[src/hw/snn_tile_pkg.sv]
package snn_tile_pkg;

    // ========================================
    // Default tile sizes
    // ========================================
    localparam int DEF_ROWS      = 8;  // TCAM rows per timestep
    localparam int DEF_SPIKES    = 8;  // Spike pattern width
    localparam int DEF_TIMESTEPS = 4;  // Buffer depth in timesteps

    // ========================================
    // FSM state encodings
    // ========================================
    typedef enum logic [1:0] {
        INJ_IDLE = 2'd0,  // Waiting for tile_start
        INJ_LOAD = 2'd1,  // Streaming rows into the TCAM
        INJ_DONE = 2'd2   // One cycle to flag completion
    } inject_state_t;

    typedef enum logic [1:0] {
        CTRL_IDLE   = 2'd0,
        CTRL_INJECT = 2'd1,  // Injector busy with current timestep
        CTRL_DETECT = 2'd2,  // Detector walking the rows
        CTRL_NEXT   = 2'd3   // Advance or finish
    } ctrl_state_t;

    typedef enum logic [1:0] {
        DET_IDLE  = 2'd0,
        DET_ISSUE = 2'd1,  // One search per cycle
        DET_DRAIN = 2'd2   // Waiting for the last record
    } detect_state_t;

endpackage

[src/hw/timestep_controller.sv]
module timestep_controller import snn_tile_pkg::*; #(
    parameter int MAX_TIMESTEPS = DEF_TIMESTEPS
) (
    input  logic                               clk,
    input  logic                               rst_n,
    input  logic                               run,           // Start pulse, ignored while busy
    input  logic [$clog2(MAX_TIMESTEPS+1)-1:0] num_timesteps, // Sampled with run
    input  logic                               inject_done,
    input  logic                               detect_done,
    output logic                               tile_start,
    output logic [$clog2(MAX_TIMESTEPS)-1:0]   timestep_idx,  // Held for the whole timestep
    output logic                               detect_start,
    output logic                               busy,
    output logic                               run_done
);

    localparam int TS_W  = $clog2(MAX_TIMESTEPS);
    localparam int CNT_W = $clog2(MAX_TIMESTEPS + 1);

    ctrl_state_t      state;
    logic [CNT_W-1:0] ts_count;  // Latched run length
    logic [CNT_W-1:0] ts_next;   // Current index plus one, count width

    assign ts_next = CNT_W'(timestep_idx) + CNT_W'(1);
    assign busy    = (state != CTRL_IDLE);

    always_ff @(posedge clk) begin
        if (!rst_n) begin
            state        <= CTRL_IDLE;
            ts_count     <= '0;
            timestep_idx <= '0;
            tile_start   <= 1'b0;
            detect_start <= 1'b0;
            run_done     <= 1'b0;
        end else begin
            tile_start   <= 1'b0;  // Pulses by default
            detect_start <= 1'b0;
            run_done     <= 1'b0;
            case (state)
                CTRL_IDLE: begin
                    // Zero-length run is dropped
                    if (run && num_timesteps != '0) begin
                        ts_count     <= num_timesteps;
                        timestep_idx <= '0;
                        tile_start   <= 1'b1;
                        state        <= CTRL_INJECT;
                    end
                end
                CTRL_INJECT: begin
                    if (inject_done) begin
                        detect_start <= 1'b1;  // TCAM now holds this timestep
                        state        <= CTRL_DETECT;
                    end
                end
                CTRL_DETECT: begin
                    if (detect_done)
                        state <= CTRL_NEXT;
                end
                CTRL_NEXT: begin
                    if (ts_next == ts_count) begin  // Last timestep finished
                        run_done <= 1'b1;
                        state    <= CTRL_IDLE;
                    end else begin
                        timestep_idx <= TS_W'(ts_next);
                        tile_start   <= 1'b1;
                        state        <= CTRL_INJECT;
                    end
                end
                default: state <= CTRL_IDLE;
            endcase
        end
    end

endmodule

[src/hw/spike_injector.sv]
module spike_injector import snn_tile_pkg::*; #(
    parameter int ROWS          = DEF_ROWS,
    parameter int SPIKES        = DEF_SPIKES,
    parameter int MAX_TIMESTEPS = DEF_TIMESTEPS
) (
    input  logic                                    clk,
    input  logic                                    rst_n,
    // Controller side
    input  logic                                    tile_start,
    input  logic [$clog2(MAX_TIMESTEPS)-1:0]        timestep_idx,
    output logic                                    inject_done,
    // Host buffer writes
    input  logic                                    host_wr_en,
    input  logic [$clog2(MAX_TIMESTEPS*ROWS)-1:0]   host_wr_addr,  // timestep*ROWS + row
    input  logic [SPIKES-1:0]                       host_wr_data,
    // TCAM set port
    output logic                                    tcam_set_en,
    output logic [$clog2(ROWS)-1:0]                 tcam_set_addr,
    output logic [SPIKES-1:0]                       tcam_set_key
);

    localparam int RW   = $clog2(ROWS);
    localparam int TS_W = $clog2(MAX_TIMESTEPS);
    localparam int HA_W = $clog2(MAX_TIMESTEPS * ROWS);

    // ========================================
    // Spike buffer
    // ========================================
    logic [SPIKES-1:0] spike_buf [MAX_TIMESTEPS*ROWS];

    always_ff @(posedge clk) begin
        if (host_wr_en)
            spike_buf[host_wr_addr] <= host_wr_data;
    end

    // ========================================
    // Load sequencing
    // ========================================
    inject_state_t   state;
    inject_state_t   next_state;
    logic [RW-1:0]   row_cnt;
    logic [TS_W-1:0] ts_latched;  // Captured on tile_start
    logic [HA_W-1:0] base_addr;
    logic [HA_W-1:0] rd_addr;

    assign base_addr = HA_W'(ts_latched) * HA_W'(ROWS);
    assign rd_addr   = base_addr + HA_W'(row_cnt);

    always_comb begin
        next_state = state;
        case (state)
            INJ_IDLE: if (tile_start) next_state = INJ_LOAD;
            INJ_LOAD: if (row_cnt == RW'(ROWS - 1)) next_state = INJ_DONE;
            INJ_DONE: next_state = INJ_IDLE;
            default:  next_state = INJ_IDLE;
        endcase
    end

    always_ff @(posedge clk) begin
        if (!rst_n)
            state <= INJ_IDLE;
        else
            state <= next_state;
    end

    always_ff @(posedge clk) begin
        if (!rst_n) begin
            row_cnt     <= '0;
            ts_latched  <= '0;
            tcam_set_en <= 1'b0;
            inject_done <= 1'b0;
        end else begin
            tcam_set_en <= 1'b0;
            inject_done <= 1'b0;
            case (state)
                INJ_IDLE: begin
                    if (tile_start) begin
                        row_cnt    <= '0;
                        ts_latched <= timestep_idx;
                    end
                end
                INJ_LOAD: begin
                    tcam_set_en <= 1'b1;  // One row per cycle, ascending
                    if (row_cnt != RW'(ROWS - 1))
                        row_cnt <= row_cnt + 1'b1;
                end
                INJ_DONE: inject_done <= 1'b1;
                default: ;
            endcase
        end
    end

    // Set payload, qualified by tcam_set_en
    always_ff @(posedge clk) begin
        tcam_set_addr <= row_cnt;
        tcam_set_key  <= spike_buf[rd_addr];
    end

endmodule

[src/hw/subset_tcam.sv]
module subset_tcam #(
    parameter int ROWS   = 8,
    parameter int SPIKES = 8
) (
    input  logic                    clk,
    input  logic                    rst_n,
    // Row write port
    input  logic                    set_en,
    input  logic [$clog2(ROWS)-1:0] set_addr,
    input  logic [SPIKES-1:0]       set_key,
    // Search port
    input  logic                    search_en,
    input  logic [$clog2(ROWS)-1:0] search_row,  // Query is this row's own key
    output logic                    hit_valid,
    output logic                    hit,
    output logic [$clog2(ROWS)-1:0] hit_row,
    output logic [SPIKES-1:0]       query_key,
    output logic [SPIKES-1:0]       hit_key
);

    localparam int RW = $clog2(ROWS);

    // ========================================
    // Key storage
    // ========================================
    logic [SPIKES-1:0] keys [ROWS];

    always_ff @(posedge clk) begin
        if (set_en)
            keys[set_addr] <= set_key;
    end

    // ========================================
    // Parallel subset compare
    // ========================================
    logic [SPIKES-1:0] query;
    logic [ROWS-1:0]   match;   // One flag per candidate row
    logic              found;
    logic [RW-1:0]     sel_row;

    always_comb begin
        query = keys[search_row];
        for (int j = 0; j < ROWS; j++) begin
            match[j] = (RW'(j) < search_row)        // Earlier rows only
                    && (keys[j] != '0)              // Empty row never a prefix
                    && ((keys[j] & ~query) == '0);  // No bit outside the query
        end
    end

    // Lowest index wins
    always_comb begin
        found   = 1'b0;
        sel_row = '0;
        for (int j = 0; j < ROWS; j++) begin
            if (match[j] && !found) begin
                found   = 1'b1;
                sel_row = RW'(j);
            end
        end
    end

    // ========================================
    // Registered result
    // ========================================
    always_ff @(posedge clk) begin
        if (!rst_n)
            hit_valid <= 1'b0;
        else
            hit_valid <= search_en;
    end

    always_ff @(posedge clk) begin
        if (search_en) begin
            hit       <= found;
            hit_row   <= sel_row;  // Zero on a miss
            query_key <= query;
            hit_key   <= found ? keys[sel_row] : '0;
        end
    end

endmodule

[src/hw/sparsity_detector.sv]
module sparsity_detector import snn_tile_pkg::*; #(
    parameter int ROWS   = DEF_ROWS,
    parameter int SPIKES = DEF_SPIKES
) (
    input  logic                    clk,
    input  logic                    rst_n,
    input  logic                    detect_start,
    // TCAM result
    input  logic                    hit_valid,
    input  logic                    hit,
    input  logic [$clog2(ROWS)-1:0] hit_row,
    input  logic [SPIKES-1:0]       query_key,
    input  logic [SPIKES-1:0]       hit_key,
    // TCAM search
    output logic                    search_en,
    output logic [$clog2(ROWS)-1:0] search_row,
    output logic                    detect_done,
    // Output record
    output logic                    out_valid,
    output logic [$clog2(ROWS)-1:0] out_row,
    output logic                    out_hit,
    output logic [$clog2(ROWS)-1:0] out_prefix_row,
    output logic [SPIKES-1:0]       out_residual
);

    localparam int RW = $clog2(ROWS);

    detect_state_t state;
    logic [RW-1:0] tag_row;   // Row of the search now in the TCAM stage
    logic          tag_last;  // That search was the final row
    logic          out_last;  // Current record is the final row

    // ========================================
    // Search issue
    // ========================================
    always_ff @(posedge clk) begin
        if (!rst_n) begin
            state       <= DET_IDLE;
            search_en   <= 1'b0;
            search_row  <= '0;
            detect_done <= 1'b0;
        end else begin
            detect_done <= 1'b0;
            case (state)
                DET_IDLE: if (detect_start) begin
                    search_en  <= 1'b1;
                    search_row <= '0;
                    state      <= DET_ISSUE;
                end
                DET_ISSUE: begin
                    if (search_row == RW'(ROWS - 1)) begin
                        search_en <= 1'b0;
                        state     <= DET_DRAIN;
                    end else begin
                        search_row <= search_row + 1'b1;
                    end
                end
                DET_DRAIN: if (out_valid && out_last) begin
                    detect_done <= 1'b1;  // Cycle after the last record
                    state       <= DET_IDLE;
                end
                default: state <= DET_IDLE;
            endcase
        end
    end

    // ========================================
    // Row tag pipeline and records
    // ========================================
    always_ff @(posedge clk) begin
        if (!rst_n) begin
            tag_last  <= 1'b0;
            out_valid <= 1'b0;
            out_last  <= 1'b0;
        end else begin
            tag_last  <= search_en && (search_row == RW'(ROWS - 1));
            out_valid <= hit_valid;
            out_last  <= hit_valid && tag_last;
        end
    end

    always_ff @(posedge clk) begin
        if (search_en)
            tag_row <= search_row;  // Matches TCAM latency
        if (hit_valid) begin
            out_row        <= tag_row;
            out_hit        <= hit;
            out_prefix_row <= hit ? hit_row : '0;
            out_residual   <= hit ? (query_key & ~hit_key) : query_key;  // Strip the prefix
        end
    end

endmodule

[src/hw/prosperity_tile.sv]
module prosperity_tile import snn_tile_pkg::*; #(
    parameter int ROWS          = DEF_ROWS,
    parameter int SPIKES        = DEF_SPIKES,
    parameter int MAX_TIMESTEPS = DEF_TIMESTEPS
) (
    input  logic                                  clk,
    input  logic                                  rst_n,
    input  logic                                  run,
    input  logic [$clog2(MAX_TIMESTEPS+1)-1:0]    num_timesteps,
    input  logic                                  host_wr_en,
    input  logic [$clog2(MAX_TIMESTEPS*ROWS)-1:0] host_wr_addr,
    input  logic [SPIKES-1:0]                     host_wr_data,
    output logic                                  busy,
    output logic                                  run_done,
    output logic                                  out_valid,
    output logic [$clog2(MAX_TIMESTEPS)-1:0]      out_timestep,
    output logic [$clog2(ROWS)-1:0]               out_row,
    output logic                                  out_hit,
    output logic [$clog2(ROWS)-1:0]               out_prefix_row,
    output logic [SPIKES-1:0]                     out_residual
);

    localparam int RW   = $clog2(ROWS);
    localparam int TS_W = $clog2(MAX_TIMESTEPS);

    // Controller links
    logic            tile_start;
    logic            inject_done;
    logic            detect_start;
    logic            detect_done;
    logic [TS_W-1:0] timestep_idx;

    // TCAM ports
    logic              tcam_set_en;
    logic [RW-1:0]     tcam_set_addr;
    logic [SPIKES-1:0] tcam_set_key;
    logic              search_en;
    logic [RW-1:0]     search_row;
    logic              hit_valid;
    logic              hit;
    logic [RW-1:0]     hit_row;
    logic [SPIKES-1:0] query_key;
    logic [SPIKES-1:0] hit_key;

    assign out_timestep = timestep_idx;  // Held through detection

    timestep_controller #(
        .MAX_TIMESTEPS(MAX_TIMESTEPS)
    ) u_ctrl (
        .clk(clk), .rst_n(rst_n), .run(run), .num_timesteps(num_timesteps),
        .inject_done(inject_done), .detect_done(detect_done),
        .tile_start(tile_start), .timestep_idx(timestep_idx),
        .detect_start(detect_start), .busy(busy), .run_done(run_done)
    );

    spike_injector #(
        .ROWS(ROWS), .SPIKES(SPIKES), .MAX_TIMESTEPS(MAX_TIMESTEPS)
    ) u_inject (
        .clk(clk), .rst_n(rst_n), .tile_start(tile_start), .timestep_idx(timestep_idx),
        .inject_done(inject_done), .host_wr_en(host_wr_en),
        .host_wr_addr(host_wr_addr), .host_wr_data(host_wr_data),
        .tcam_set_en(tcam_set_en), .tcam_set_addr(tcam_set_addr),
        .tcam_set_key(tcam_set_key)
    );

    subset_tcam #(
        .ROWS(ROWS), .SPIKES(SPIKES)
    ) u_tcam (
        .clk(clk), .rst_n(rst_n), .set_en(tcam_set_en), .set_addr(tcam_set_addr),
        .set_key(tcam_set_key), .search_en(search_en), .search_row(search_row),
        .hit_valid(hit_valid), .hit(hit), .hit_row(hit_row),
        .query_key(query_key), .hit_key(hit_key)
    );

    sparsity_detector #(
        .ROWS(ROWS), .SPIKES(SPIKES)
    ) u_detect (
        .clk(clk), .rst_n(rst_n), .detect_start(detect_start),
        .hit_valid(hit_valid), .hit(hit), .hit_row(hit_row),
        .query_key(query_key), .hit_key(hit_key),
        .search_en(search_en), .search_row(search_row), .detect_done(detect_done),
        .out_valid(out_valid), .out_row(out_row), .out_hit(out_hit),
        .out_prefix_row(out_prefix_row), .out_residual(out_residual)
    );

endmodule

[config.mk]
export PLATFORM = sky130hd
export DESIGN_NAME = prosperity_tile
export DESIGN_NICKNAME = d
export VERILOG_FILES = /design/src/hw/snn_tile_pkg.sv /design/src/hw/timestep_controller.sv /design/src/hw/spike_injector.sv /design/src/hw/subset_tcam.sv /design/src/hw/sparsity_detector.sv /design/src/hw/prosperity_tile.sv
export SDC_FILE = /design/constraint.sdc
export NUM_CORES = 1
export LEC_CHECK = 0
export ABC_CLOCK_PERIOD_IN_PS = 7820
export BUFFER_PORTS_ARGS = -buffer_cell sky130_fd_sc_hd__buf_4
export CORE_MARGIN = 3
export CORE_UTILIZATION = 65
export CTS_CLUSTER_SIZE = 20
export DETAILED_ROUTE_END_ITERATION = 8
export PLACE_DENSITY = 0.82
export SLEW_MARGIN = 20
export SYNTH_ARGS = -nofsm -noshare
export SYNTH_HDL_FRONTEND = slang
export SYNTH_SLANG_ARGS = --single-unit
[constraint.sdc]
create_clock -name clk -period 7.82 [get_ports clk]
set_input_delay 0.391 -clock clk [delete_from_list [all_inputs] [get_ports clk]]
set_output_delay 0.391 -clock clk [all_outputs]
set_load 0.05 [all_outputs]
==> impl_metrics.csv <==
group,metric,value,unit
synth,yosysSeqAreaShare,0.704,
die,rows,57,
synth,postSynthAreaPerCell,17.8,um2
routing,dr_total_vias,9273,
clocking,cts_resized,0,
global_route,grt_pass1_wl,60.9,mm
routing,routedWlPerCell,30.3,um
finish,area_delta_synth_final,11.1,%
synth,synth_nets,960,
die,die_w,165,um
sta,finClkSkew,0.0170,ns
clocking,clk_pin_slew,0.06,ns
clocking,clockBufferDepth,3,
clocking,numCtsBuffers,40,
routing,wl,40.5,mm
min_path,min_from,"num_timesteps[2]",
placed_design,port_buffers,39,
sta,whs,0.133,ns
clocking,cts_tree,"built",
power,powerDensity,261,nW/um2
setup_path,endpoint_kind,"flip-flop",
sta,rsz0062_at_grt,"no",
synth,yosysMostFrequentCell,"edfxtp_1",
setup_path,cp_max_fo,24,
setup_path,worst-setup-path-type,"flip-flop to flip-flop",
synth,ys.flop_type,"edfxtp_1",
synth,async_reset_ff_frac,0,
synth,synth_common_cells,"358 x edfxtp_1, 81 x mux4_2, 57 x nor2_1, 44 x dfxtp_1, 28 x o21ai_0",
finish,final_nets,1009,
synth,ys_seq_elements,402,
die,initial_core_util,0.669,
die,io_pins,40,
finish,design_area,18300,um2
synth,synth.top_cell.area_share,0.651,
synth,synthCells,930,
clocking,postCtsHoldBufs,0,
clocking,cts_root_buffer,"clkbuf_16",
routing,drc_errors,0,
die,core_area,24700,um2
setup_path,crit_required,8.09,ns
sta,tightest_slew,1.00,ns
setup_path,start_kind,"flip-flop",
sta,tns,0,ns
routing,vias_per_cell,6.95,
synth,synth_edf_count,358,
synth,netlist_area,16500,um2
placed_design,place_congestion,0.963,
sta,relSlewSlack,0.331,
placed_design,place_area,17100,um2
routing,ant_nets,0,
sta,period_share,0.569,
flow_run,drv_cap,0,
synth,yosys-top-cells-area,"edfxtp_1 65%, mux4_2 11%, dfxtp_1 5.3%",
synth,synth.largest_area_cell,"edfxtp_1",
setup_path,rrSetupSlack,3.37,ns
global_route,grt_overflow_total,0,
sta,setup_viol,0,
clocking,postCtsSetupBuffers,0,
routing,drt_iter0_markers,1075,
die,dieArea,27400,um2
power,p_leak,0.00587,uW
placed_design,dp_hpwl,24.2,mm
placed_design,place_worst_setup_slack,3.04,ns
global_route,grt_pass1_vias,9354,
routing,drt_pass1_iterations,5,
setup_path,worst_ep_arrival_time,4.72,ns
die,die_height,165,um
sta,slew_viol_final,0,
status,status,"completed",
min_path,hold_path.class,"input port to flip-flop",
global_route,grt_max_degree,57,
synth,yosysUniqueCellTypes,67,
synth,synth_warnings,0,
power,ir_drop,0.232,mV
clocking,h-tree-depth,2,
sta,hold_viol,0,
global_route,antenna_found_initial,1,
sta,fin_crit,4.45,ns
sta,finalWorstSetupSlack,3.37,ns
finish,diodes,0,
clocking,cts.sinks,402,
sta,timing.fmax,225,MHz
finish,drive_gt1_frac,0.231,
global_route,track_usage,0.310,
clocking,clk_latency,0.54,ns
[through the flow]
step	total power [uW]	utilization	std cells
after floorplan	2790	-	930
after global placement	2920	0.691	1261
after detailed placement	2940	0.691	1261
after CTS	4800	0.743	1335
after global routing	4910	0.743	1335
final	4780	0.743	1335
[cell families (layout without fill, tap and decap cells)]
group           Yosys count  after routing  synth area share
compound gates          131            131            0.0561
xor+xnor                  3              3           0.00159
fa+ha+maj                10             10           0.00758
buf+inv                  58            139            0.0176
flops                   402            402             0.704
mux                     132            132             0.149
simple gates            194            194            0.0642
[metal layers]
metal | routed length (um) | global-route usage
met1 | 14600 | 0.409
met2 | 20800 | 0.529
met3 | 3370 | 0.0501
met4 | 1650 | 0.118
met5 | 13 | 0
[final cells by class]
cell class	instances	area, um2
multi-input combinational	470	4610
tap	324	405
inverter	21	78.8
sequential	402	11600
clock buffer	49	1080
clock inverter	25	210
timing repair buffer	44	330
fill	1348	6330
[path summary, 6_finish.rpt]
| check | end | cells past startpoint |
|---|---|---|
| max | u_tcam.hit_key[0] | 9 |
| min | u_ctrl.ts_count[2] | 3 |
| max reg2reg | u_tcam.hit_key[0] | 9 |
| min reg2reg | u_detect.out_row[1] | 0 |
[power breakdown]
| part | switching [uW] | internal (uW) | total [uW] |
|---|---|---|---|
| Clock | 794 | 1090 | 1880 |
| Combinational | 232 | 193 | 425 |
| Sequential | 70.1 | 2410 | 2480 |
| Total | 1100 | 3680 | 4780 |
[worst max-delay path, stage by stage, from the launching register on]
cell	delay, ns
dfxtp_2	0.73
mux4_1	0.67
mux2i_2	0.47
a22oi_1	0.18
o2111ai_1	0.18
nor2_1	0.17
a211oi_2	0.50
or2_1	0.67
mux2_2	0.41
o211a_1	0.21
[placed cells by master (no fill, tap or decap), drive strengths merged, types with 4 or more instances in the layout]
cell    Yosys  layout
o22ai       4       4
nand2b     16      16
nand2      21      21
a221o       4       4
nor4       13      13
a22oi       8       8
a22o       11      11
a211o       8       8
mux4       86      86
nor3       11      11
clkinv      1      21
o21ai      29      29
and2        8       8
or3        10      10
dfxtp      44      44
mux2       25      25
a221oi      4       4
nor3b       8       8
clkbuf     18      49
or2         9       9
nand3b      7       7
mux2i      21      21
o211a       8       8
ha         10      10
nor2       57      57
inv        20      21
a21oi      24      24
edfxtp    358     358
buf        19      44
a211oi     10      10
a21boi      9       9
and3        6       6
nand3      12      12
[state kept, by name, indices dropped and copies added, names as in the netlist, 2 cells and up, named ones only]
signal and count:
u_inject.tcam_set_addr 3, u_inject.row_cnt 3, u_detect.tag_row 3, u_detect.out_row 3, u_detect.state 2, u_inject.spike_buf 256
u_inject.ts_latched 2, u_tcam.keys 64, u_tcam.hit_row 3, u_detect.search_row 3, u_ctrl.state 2, u_inject.state 2
u_detect.out_prefix_row 3, u_detect.out_residual 8, u_tcam.hit_key 8, u_inject.tcam_set_key 8, u_ctrl.timestep_idx 2, u_tcam.query_key 8
u_ctrl.ts_count 3
(Power assumes the default switching activity.)
